$ cat config.mk
export PLATFORM = sky130hd
export DESIGN_NAME = instr_exec
export DESIGN_NICKNAME = d
export VERILOG_FILES = /design/src/source/exec_pkg.sv /design/src/source/result_if.sv /design/src/source/operand_capture.sv /design/src/source/alu_rs.sv /design/src/source/mul_rs.sv /design/src/source/cdb_arbiter.sv /design/src/source/instr_exec.sv
export SDC_FILE = /design/constraint.sdc
export NUM_CORES = 2
export LEC_CHECK = 0
export BUFFER_PORTS_ARGS = -buffer_cell sky130_fd_sc_hd__buf_2
export CELL_PAD_IN_SITES_DETAIL_PLACEMENT = 1
export CELL_PAD_IN_SITES_GLOBAL_PLACEMENT = 1
export CORE_UTILIZATION = 48
export CTS_BUF_LIST = sky130_fd_sc_hd__clkbuf_8
export CTS_CLUSTER_DIAMETER = 150
export DETAILED_ROUTE_END_ITERATION = 7
export PLACE_DENSITY_LB_ADDON = 0.1
export REMOVE_ABC_BUFFERS = 1
export SLEW_MARGIN = 5
export SYNTH_ARGS = -nofsm -noshare
export SYNTH_HDL_FRONTEND = slang
export SYNTH_SLANG_ARGS = --single-unit
$ cat constraint.sdc
create_clock -name clk -period 13.05 [get_ports clk]
set_clock_uncertainty 0.1 [all_clocks]
set_input_delay 1.305 -clock clk [delete_from_list [all_inputs] [get_ports clk]]
set_output_delay 1.305 -clock clk [all_outputs]
set_load 0.02 [all_outputs]
$ cat src/source/exec_pkg.sv
package exec_pkg;

	// Machine sizes
	localparam int ROB_SIZE    = 16;
	localparam int ALU_RS_SIZE = 4;
	localparam int MUL_STEPS   = 32;

	typedef logic [31:0] uint32_t;
	typedef logic [63:0] uint64_t;

	typedef logic [$clog2(ROB_SIZE)-1:0]    rob_index_t;
	typedef logic [$clog2(ALU_RS_SIZE)-1:0] rs_index_t;

	// SLT compares signed, shifts take operand 1 bits [4:0]
	typedef enum logic [2:0] {
		ALU_ADD,
		ALU_SUB,
		ALU_AND,
		ALU_OR,
		ALU_XOR,
		ALU_SLT,
		ALU_SLL,
		ALU_SRL
	} alu_op_t;

	typedef enum logic {
		FU_ALU,
		FU_MUL
	} fu_sel_t;

	// One dispatched instruction
	typedef struct packed {
		uint32_t    [1:0] operand;
		logic       [1:0] operand_ready;
		rob_index_t [1:0] operand_addr;
		alu_op_t          op;
		fu_sel_t          fu;
		rob_index_t       reorder;
	} reserve_station_t;

	typedef struct packed {
		logic       valid;
		rob_index_t reorder;
		uint32_t    value;
	} cdb_packet_t;

endpackage

$ cat src/source/result_if.sv
`timescale 1ns/100ps

interface result_if import exec_pkg::*; (
	input logic clk
);

	uint32_t    data;
	logic       data_ready;
	rob_index_t data_reorder;
	logic       data_ack;

	// Unit holds data until it sees data_ack at an edge
	modport unit (
		output data,
		output data_ready,
		output data_reorder,
		input  data_ack
	);

	modport arbiter (
		input  clk,
		input  data,
		input  data_ready,
		input  data_reorder,
		output data_ack
	);

endinterface

$ cat src/source/operand_capture.sv
`timescale 1ns/100ps

module operand_capture import exec_pkg::*; (
	input  reserve_station_t packet_i,
	output rob_index_t [1:0] rob_raddr_o,
	input  logic       [1:0] rob_rdata_valid_i,
	input  uint32_t    [1:0] rob_rdata_i,
	input  cdb_packet_t      cdb_i,
	output reserve_station_t packet_o
);

logic [1:0] cdb_hit;

assign rob_raddr_o = packet_i.operand_addr;

always_comb begin
	for (int i = 0; i < 2; i++) begin
		cdb_hit[i] = cdb_i.valid && (cdb_i.reorder == packet_i.operand_addr[i]);
	end
end

// Packet value first, then ROB, then this cycle's broadcast
always_comb begin
	packet_o = packet_i;
	for (int i = 0; i < 2; i++) begin
		if (!packet_i.operand_ready[i]) begin
			if (rob_rdata_valid_i[i]) begin
				packet_o.operand[i]       = rob_rdata_i[i];
				packet_o.operand_ready[i] = 1'b1;
			end else if (cdb_hit[i]) begin
				packet_o.operand[i]       = cdb_i.value;
				packet_o.operand_ready[i] = 1'b1;
			end
		end
	end
end

endmodule

$ cat src/source/alu_rs.sv
`timescale 1ns/100ps

module alu_rs import exec_pkg::*; (
	input  logic             clk,
	input  logic             rst_n_i,
	input  logic             flush_i,
	input  logic             taken_i,
	input  reserve_station_t packet_i,
	input  cdb_packet_t      cdb_i,
	output logic             ready_o,
	result_if.unit           res
);

logic             [ALU_RS_SIZE-1:0] valid;
reserve_station_t [ALU_RS_SIZE-1:0] entry;
rs_index_t        [ALU_RS_SIZE-1:0] rank;
logic             [ALU_RS_SIZE-1:0] ops_ready;

logic [$clog2(ALU_RS_SIZE):0] occupancy;
rs_index_t free_idx;
rs_index_t sel_idx;
rs_index_t new_rank;
logic      sel_found;
logic      issue;
logic      res_free;

uint32_t    src0;
uint32_t    src1;
uint32_t    alu_result;
logic       res_valid;
uint32_t    res_data;
rob_index_t res_reorder;

assign ready_o = ~&valid;

always_comb begin
	occupancy = '0;
	free_idx  = '0;
	for (int i = ALU_RS_SIZE - 1; i >= 0; i--) begin
		ops_ready[i] = valid[i] & (&entry[i].operand_ready);
		occupancy    = occupancy + valid[i];
		if (!valid[i]) begin
			free_idx = rs_index_t'(i);
		end
	end
end

// Oldest entry with both operands, lowest rank wins
always_comb begin
	sel_found = 1'b0;
	sel_idx   = '0;
	for (int i = 0; i < ALU_RS_SIZE; i++) begin
		if (ops_ready[i] && (!sel_found || rank[i] < rank[sel_idx])) begin
			sel_found = 1'b1;
			sel_idx   = rs_index_t'(i);
		end
	end
end

assign res_free = !res_valid || res.data_ack;
assign issue    = sel_found && res_free;
assign new_rank = rs_index_t'(occupancy - issue);

assign src0 = entry[sel_idx].operand[0];
assign src1 = entry[sel_idx].operand[1];

always_comb begin
	case (entry[sel_idx].op)
		ALU_ADD: alu_result = src0 + src1;
		ALU_SUB: alu_result = src0 - src1;
		ALU_AND: alu_result = src0 & src1;
		ALU_OR:  alu_result = src0 | src1;
		ALU_XOR: alu_result = src0 ^ src1;
		ALU_SLT: alu_result = {31'b0, $signed(src0) < $signed(src1)};
		ALU_SLL: alu_result = src0 << src1[4:0];
		ALU_SRL: alu_result = src0 >> src1[4:0];
	endcase
end

always_ff @(posedge clk or negedge rst_n_i) begin
	if (!rst_n_i) begin
		valid <= '0;
		rank  <= '0;
	end else if (flush_i) begin
		valid <= '0;
	end else begin
		// Younger entries move up when one leaves
		for (int i = 0; i < ALU_RS_SIZE; i++) begin
			if (issue && valid[i] && rank[i] > rank[sel_idx]) begin
				rank[i] <= rank[i] - 1'b1;
			end
		end
		if (issue) begin
			valid[sel_idx] <= 1'b0;
		end
		if (taken_i) begin
			valid[free_idx] <= 1'b1;
			rank[free_idx]  <= new_rank;
		end
	end
end

// Operand snooping on the CDB
always_ff @(posedge clk) begin
	for (int i = 0; i < ALU_RS_SIZE; i++) begin
		for (int j = 0; j < 2; j++) begin
			if (!entry[i].operand_ready[j] && cdb_i.valid
					&& cdb_i.reorder == entry[i].operand_addr[j]) begin
				entry[i].operand[j]       <= cdb_i.value;
				entry[i].operand_ready[j] <= 1'b1;
			end
		end
	end
	if (taken_i) begin
		entry[free_idx] <= packet_i;
	end
end

always_ff @(posedge clk or negedge rst_n_i) begin
	if (!rst_n_i) begin
		res_valid <= 1'b0;
	end else if (flush_i) begin
		res_valid <= 1'b0;
	end else if (issue) begin
		res_valid <= 1'b1;
	end else if (res.data_ack) begin
		res_valid <= 1'b0;
	end
end

always_ff @(posedge clk) begin
	if (issue) begin
		res_data    <= alu_result;
		res_reorder <= entry[sel_idx].reorder;
	end
end

assign res.data         = res_data;
assign res.data_ready   = res_valid;
assign res.data_reorder = res_reorder;

a_taken_when_ready: assert property (@(posedge clk) disable iff (!rst_n_i)
	taken_i |-> ready_o)
	else $error("ALU station taken while full");

a_result_held: assert property (@(posedge clk) disable iff (!rst_n_i)
	res_valid && !res.data_ack && !flush_i
	|=> res_valid && $stable(res_data) && $stable(res_reorder))
	else $error("ALU result changed before acknowledge");

endmodule

$ cat src/source/mul_rs.sv
`timescale 1ns/100ps

module mul_rs import exec_pkg::*; (
	input  logic             clk,
	input  logic             rst_n_i,
	input  logic             flush_i,
	input  logic             taken_i,
	input  reserve_station_t packet_i,
	input  cdb_packet_t      cdb_i,
	output logic             ready_o,
	output uint64_t          hilo_result_o,
	output logic             mul_valid_o,
	result_if.unit           res
);

typedef enum logic [1:0] {
	IDLE,
	WAIT_OPS,
	RUN,
	DONE
} mul_state_t;

mul_state_t       state;
logic [4:0]       cnt;
reserve_station_t entry;
uint64_t          prod;
uint32_t          mcand;
logic [32:0]      step_sum;

// One shift-add step on the upper half
assign step_sum = {1'b0, prod[63:32]} + (prod[0] ? {1'b0, mcand} : 33'b0);

always_ff @(posedge clk or negedge rst_n_i) begin
	if (!rst_n_i) begin
		state <= IDLE;
		cnt   <= '0;
	end else if (flush_i) begin
		state <= IDLE;
		cnt   <= '0;
	end else begin
		case (state)
			IDLE: begin
				if (taken_i) begin
					state <= WAIT_OPS;
				end
			end
			WAIT_OPS: begin
				if (&entry.operand_ready) begin
					state <= RUN;
					cnt   <= '0;
				end
			end
			RUN: begin
				cnt <= cnt + 1'b1;
				if (cnt == 5'(MUL_STEPS - 1)) begin
					state <= DONE;
				end
			end
			DONE: begin
				if (res.data_ack) begin
					state <= IDLE;
				end
			end
		endcase
	end
end

always_ff @(posedge clk) begin
	case (state)
		IDLE: begin
			if (taken_i) begin
				entry <= packet_i;
			end
		end
		WAIT_OPS: begin
			for (int j = 0; j < 2; j++) begin
				if (!entry.operand_ready[j] && cdb_i.valid
						&& cdb_i.reorder == entry.operand_addr[j]) begin
					entry.operand[j]       <= cdb_i.value;
					entry.operand_ready[j] <= 1'b1;
				end
			end
			// Multiplier in the low half, shifted out one bit per step
			prod  <= {32'b0, entry.operand[1]};
			mcand <= entry.operand[0];
		end
		RUN: begin
			prod <= {step_sum, prod[31:1]};
		end
		default: begin
		end
	endcase
end

assign ready_o          = (state == IDLE);
assign res.data         = prod[31:0];
assign res.data_ready   = (state == DONE);
assign res.data_reorder = entry.reorder;

assign hilo_result_o = prod;
assign mul_valid_o   = (state == DONE) && res.data_ack;

a_taken_when_idle: assert property (@(posedge clk) disable iff (!rst_n_i)
	taken_i |-> state == IDLE)
	else $error("Multiplier taken while busy");

endmodule

$ cat src/source/cdb_arbiter.sv
`timescale 1ns/100ps

module cdb_arbiter import exec_pkg::*; (
	result_if.arbiter alu,
	result_if.arbiter mul,
	output cdb_packet_t cdb_o
);

logic mul_wins;

// Multiplier first, it blocks nothing else while waiting
assign mul_wins = mul.data_ready;

assign mul.data_ack = mul.data_ready;
assign alu.data_ack = alu.data_ready && !mul_wins;

always_comb begin
	cdb_o.valid = mul.data_ready || alu.data_ready;
	if (mul_wins) begin
		cdb_o.reorder = mul.data_reorder;
		cdb_o.value   = mul.data;
	end else begin
		cdb_o.reorder = alu.data_reorder;
		cdb_o.value   = alu.data;
	end
end

a_one_ack: assert property (@(posedge mul.clk)
	!(alu.data_ack && mul.data_ack))
	else $error("Both units acknowledged in one cycle");

endmodule

$ cat src/source/instr_exec.sv
`timescale 1ns/100ps

module instr_exec import exec_pkg::*; (
	input  logic             clk,
	input  logic             rst_n_i,
	input  logic             flush_i,

	// Dispatch
	input  logic             issue_valid_i,
	input  fu_sel_t          issue_fu_i,
	input  alu_op_t          issue_op_i,
	input  rob_index_t       issue_reorder_i,
	input  uint32_t    [1:0] issue_operand_i,
	input  logic       [1:0] issue_operand_ready_i,
	input  rob_index_t [1:0] issue_operand_tag_i,

	// ROB read
	output rob_index_t [1:0] rob_raddr_o,
	input  logic       [1:0] rob_rdata_valid_i,
	input  uint32_t    [1:0] rob_rdata_i,

	output logic             alu_ready_o,
	output logic             mul_ready_o,

	// CDB
	output logic             cdb_valid_o,
	output rob_index_t       cdb_reorder_o,
	output uint32_t          cdb_value_o,

	// Full product
	output logic             mul_valid_o,
	output uint64_t          hilo_result_o
);

reserve_station_t issue_packet;
reserve_station_t captured;
cdb_packet_t      cdb;
logic             alu_taken;
logic             mul_taken;

result_if alu_res(.clk);
result_if mul_res(.clk);

assign issue_packet.operand       = issue_operand_i;
assign issue_packet.operand_ready = issue_operand_ready_i;
assign issue_packet.operand_addr  = issue_operand_tag_i;
assign issue_packet.op            = issue_op_i;
assign issue_packet.fu            = issue_fu_i;
assign issue_packet.reorder       = issue_reorder_i;

assign alu_taken = issue_valid_i && (issue_fu_i == FU_ALU);
assign mul_taken = issue_valid_i && (issue_fu_i == FU_MUL);

assign cdb_valid_o   = cdb.valid;
assign cdb_reorder_o = cdb.reorder;
assign cdb_value_o   = cdb.value;

operand_capture operand_capture_inst(
	.packet_i          ( issue_packet      ),
	.rob_raddr_o       ( rob_raddr_o       ),
	.rob_rdata_valid_i ( rob_rdata_valid_i ),
	.rob_rdata_i       ( rob_rdata_i       ),
	.cdb_i             ( cdb               ),
	.packet_o          ( captured          )
);

alu_rs alu_rs_inst(
	.clk,
	.rst_n_i,
	.flush_i,
	.taken_i  ( alu_taken   ),
	.packet_i ( captured    ),
	.cdb_i    ( cdb         ),
	.ready_o  ( alu_ready_o ),
	.res      ( alu_res     )
);

mul_rs mul_rs_inst(
	.clk,
	.rst_n_i,
	.flush_i,
	.taken_i       ( mul_taken     ),
	.packet_i      ( captured      ),
	.cdb_i         ( cdb           ),
	.ready_o       ( mul_ready_o   ),
	.hilo_result_o ( hilo_result_o ),
	.mul_valid_o   ( mul_valid_o   ),
	.res           ( mul_res       )
);

cdb_arbiter cdb_arbiter_inst(
	.alu   ( alu_res ),
	.mul   ( mul_res ),
	.cdb_o ( cdb     )
);

endmodule

==> metrics.md <==
| Metric | Value |
|---|---|
| Worst-case reg-to-reg path depth | 32 |
| Critical Path Source Type | flip-flop |
| Hold_buf cts | 0 |
| # fillers | 8900 |
| CP most frequent cell | nor2_1 |
| Post-layout nets | 4692 |
| Routability cong. | 1.05 |
| Final Setup Violations | 0 |
| Fin area | 40100 sq um |
| Tmin final | between 10 and 15 ns |
| Syn Area/Cell | ~8.4 sq um |
| Worst hold slack | 0.319 ns |
| Data required time of the worst path | 13.43 ns |
| Io pins | 264 |
| P_int | approximately 4800 uW |
| Initial DRC Count | about 3.6k |
| Post-synthesis register bit count | roughly 550 |
| TritonCTS buffer count | slightly below 100 |
| Slew Viols, Final | 0 |
| Initial core utilization | approximately half |
| GR Util All Layers | 40.9% |
| Clock network power share | 19.9% |
| CP top delay family | compound AO/OA/AOI/OAI gates |
| DR vias | 36.4k |
| Combinational Power Share | approximately 44% |
| CTS tree | done |
| Clock Path Buffers | 3 |
| Critical Path End Type | flip-flop |
| Die Span Y | 276 microns |
| Number of detailed-route iterations in the first pass | 5 |
| P_leak | about 0.015 uW |
| P_sw | 3710 uW |
| CP max-delay cell | nand3_1 |
| Routed len/inst | 29.2 microns |
| GRT Residual Overflow | 0 |
| Slack of the critical path | approximately 3 ns |
| Met3 GRT Util | 7.68% |
| GRT busiest layer | met2 |
| Cell area power density | 212 nW/um^2 |
| Largest vdd supply drop | 0.125 mV |
| Dpl ws | 3.30 ns |
| DRT Wirelength | 159 mm |
| First-pass GRT wire length | roughly 230 mm |
| Final Hold Viols | 0 |
| Die Wd | 276 microns |
| Synth-to-Final Area Change | 11.3% |
| Primary FF master, synth | edfxtp_1 |
| Max-Slew Margin vs Limit | 10.3% |
| Max Cap Viol | 0 |
| Post-synth cell types | 103 |
| Area after DPL | 38000 sq um |
| Setup TNS | 0 ns |
| Vias/cell | 6.69 |
| Number of port buffers | around 260 |
| Post-DP HPWL | 112 mm |
| Num rows | 100 |
| Pin count of the biggest net entering global routing | 84 |
| Clock Root Buffer | clkbuf_8 |
| Ys async rst share | 3.61% |
| Antenna Nets Post-Route | 0 |
| Post-CTS setup repair buffer count | 0 |
| Grt met2 use | approximately 64% |
| Initial antenna violation count | 6 |
| CP Buf/Inv Count | 2 |
| Post_cts resized | 0 |
| Post-Synthesis Cells | 4267 |
| Crit-path max cell delay | just under 0.8 ns |
| Switching Fraction | between 40% and 50% |
| Flop pwr share | 36.2% |
| Status | completed |
| Max FO, Critical Path | 41 |
| Hold Path Class | reg2reg |
| Die area | 76100 sq um |
| Tcrit/Tclk final | 77.0% |
| Synthesized area | 36000 sq um |
| Vias in the first global route | about 36k |
| DRC viols | 0 |
| Clk slew on worst S/H paths | 0.07 ns |
| Worst Hold Path Cells | 0 |
| YS warnings | 0 |
| H-tree levels | 3 |
| Measured slew at the worst slew-check pin | around 1.3 ns |
| Clock sinks | 554 |
| Core box area | 74300 sq um |
| Clock Latency Late Sink | around 0.8 ns |
| Share of post-route cells with drive strength above 1 | 14.5% |
| Peak Freq | 99.5 MHz |
| Post-synth EDFFs | 270 |
| Setup CP Type | reg2reg |
| Critical path data arrival time | 10.43 ns |
| Met1 Usage GRT | 51.9% |
| Seq/Total Area, Yosys | 38.6% |
| Crit path depth | 32 |
| RSZ-0062 raised after global routing | no |
per-stage QoR:
stage | total power [uW] | instances | utilization (%)
finish | 8480 | 5443 | 53.9
global route | 8880 | 5442 | 53.9
CTS | 8400 | 5441 | 53.9
detailed placement | 6700 | 5256 | 51.2
global placement | 6590 | 5256 | 51.2
floorplan | 5280 | 3933 | -
routing by layer:
layer | share of wire [%] | routed length [microns]
met5 | 0 | 0
met2 | 45 | 71700
met4 | 6.4 | 10200
met1 | 40 | 63600
met3 | 8.4 | 13400
logic make-up after synthesis:
kind of cell / count (synthesis) / synth area share (%)
and+or+nand+nor: 1212 / 14.7
DFF: 554 / 38.6
muxes: 148 / 4.39
buffers and inverters: 501 / 5.83
adders and majority gates: 153 / 5.40
xor gates and xnor gates: 89 / 2.17
AOI/OAI and AO/OA: 1610 / 28.9
cells in the final DEF, fill, tap and decap left out, types with 9 or more instances in the layout:
master | netlist | final
a211oi_1 | 45 | 45
a21o_1 | 28 | 28
a21oi_1 | 234 | 232
a221oi_1 | 75 | 75
a22oi_1 | 89 | 89
a31o_1 | 10 | 10
a31o_2 | 15 | 15
a31oi_1 | 67 | 67
and2_1 | 39 | 39
and3_1 | 16 | 16
buf_2 | 46 | 263
buf_4 | 22 | 91
clkbuf_8 | 0 | 116
clkinv_2 | 0 | 9
dfrtp_1 | 20 | 20
dfxtp_1 | 264 | 263
edfxtp_1 | 270 | 270
ha_1 | 149 | 145
inv_1 | 162 | 204
mux2_2 | 49 | 49
mux2i_1 | 94 | 88
nand2_1 | 587 | 584
nand2b_1 | 48 | 48
nand3_1 | 76 | 72
nand4_1 | 9 | 9
nor2_1 | 295 | 293
nor2b_1 | 25 | 23
nor3_1 | 59 | 59
o211ai_1 | 289 | 289
o21a_1 | 17 | 16
o21ai_0 | 538 | 537
o21ai_1 | 23 | 22
o21bai_1 | 11 | 11
o221ai_1 | 17 | 17
o22ai_1 | 22 | 22
o31a_1 | 9 | 9
o31ai_1 | 19 | 19
xnor2_1 | 40 | 40
xor2_1 | 49 | 49
cell usage after synthesis (all sizes together), types with 28 or more instances:
cell type | count | area, sq um
mux2 | 51 | 582
xor2 | 49 | 429
edfxtp | 270 | 8110
nand2 | 590 | 2220
a21oi | 237 | 1200
nand3 | 79 | 410
o211ai | 290 | 2180
xnor2 | 40 | 350
a31oi | 71 | 469
nor2 | 302 | 1180
a221oi | 78 | 702
a21o | 28 | 210
o21ai | 563 | 2830
buf | 112 | 636
inv | 167 | 629
clkbuf | 222 | 833
and2 | 40 | 250
a22oi | 89 | 668
dfxtp | 264 | 5290
nand2b | 48 | 300
a211oi | 45 | 338
ha | 149 | 1860
nor3 | 63 | 342
mux2i | 97 | 1000
path summary, 6_finish.rpt:
| kind | endpoint | slack (ns) | startpoint |
|---|---|---|---|
| min in group asynchronous | mul_rs_inst.state[0]$_DFFE_PN0P_ | 0.42 | rst_n_i |
| max | alu_rs_inst.res.data[29]$_DFFE_PP_ | 3.00 | alu_rs_inst.valid[0]$_DFF_PN0_ |
| min reg2reg | mul_rs_inst.mcand[4]$_DFFE_PP_ | 0.32 | mul_rs_inst.entry[22]$_DFFE_PP_ |
| min | mul_rs_inst.mcand[4]$_DFFE_PP_ | 0.32 | mul_rs_inst.entry[22]$_DFFE_PP_ |
| max reg2reg | alu_rs_inst.res.data[29]$_DFFE_PP_ | 3.00 | alu_rs_inst.valid[0]$_DFF_PN0_ |
| max in group asynchronous | alu_rs_inst.rank[1]$_DFFE_PN0N_ | 12.00 | rst_n_i |
worst reg2reg max path: cells and delay by family (launching register included):
kind / cells / cell delay [ns]
flops: 1 / 0.63
compound gates: 13 / 3.59
buf+inv: 2 / 1.02
fa+ha+maj: 3 / 0.87
mux: 1 / 0.16
simple gates: 13 / 3.39
area by class of cell:
type / count / area, sq um / area share [%]
Clock inverter: 69 / 427 / 1.06
Timing Repair Buffer: 354 / 2000 / 4.99
Inverter: 167 / 629 / 1.57
Multi-Input combinational cell: 3212 / 20300 / 50.7
Clock buffer: 116 / 1600 / 3.99
Tap cell: 969 / 1210 / 3.03
Antenna cell: 2 / 5.00 / 0.0125
Sequential cell: 554 / 13900 / 34.7
power groups by stage:
stage                     Clock, uW  Sequential, uW  Combinational [uW]
after global placement            0            3060                3530
after floorplan                   0            3040                2240
final                          1690            3070                3720
after detailed placement          0            3080                3620
after CTS                      1700            3060                3650
after global routing           1770            3120                3990
(Power assumes the default switching activity.)
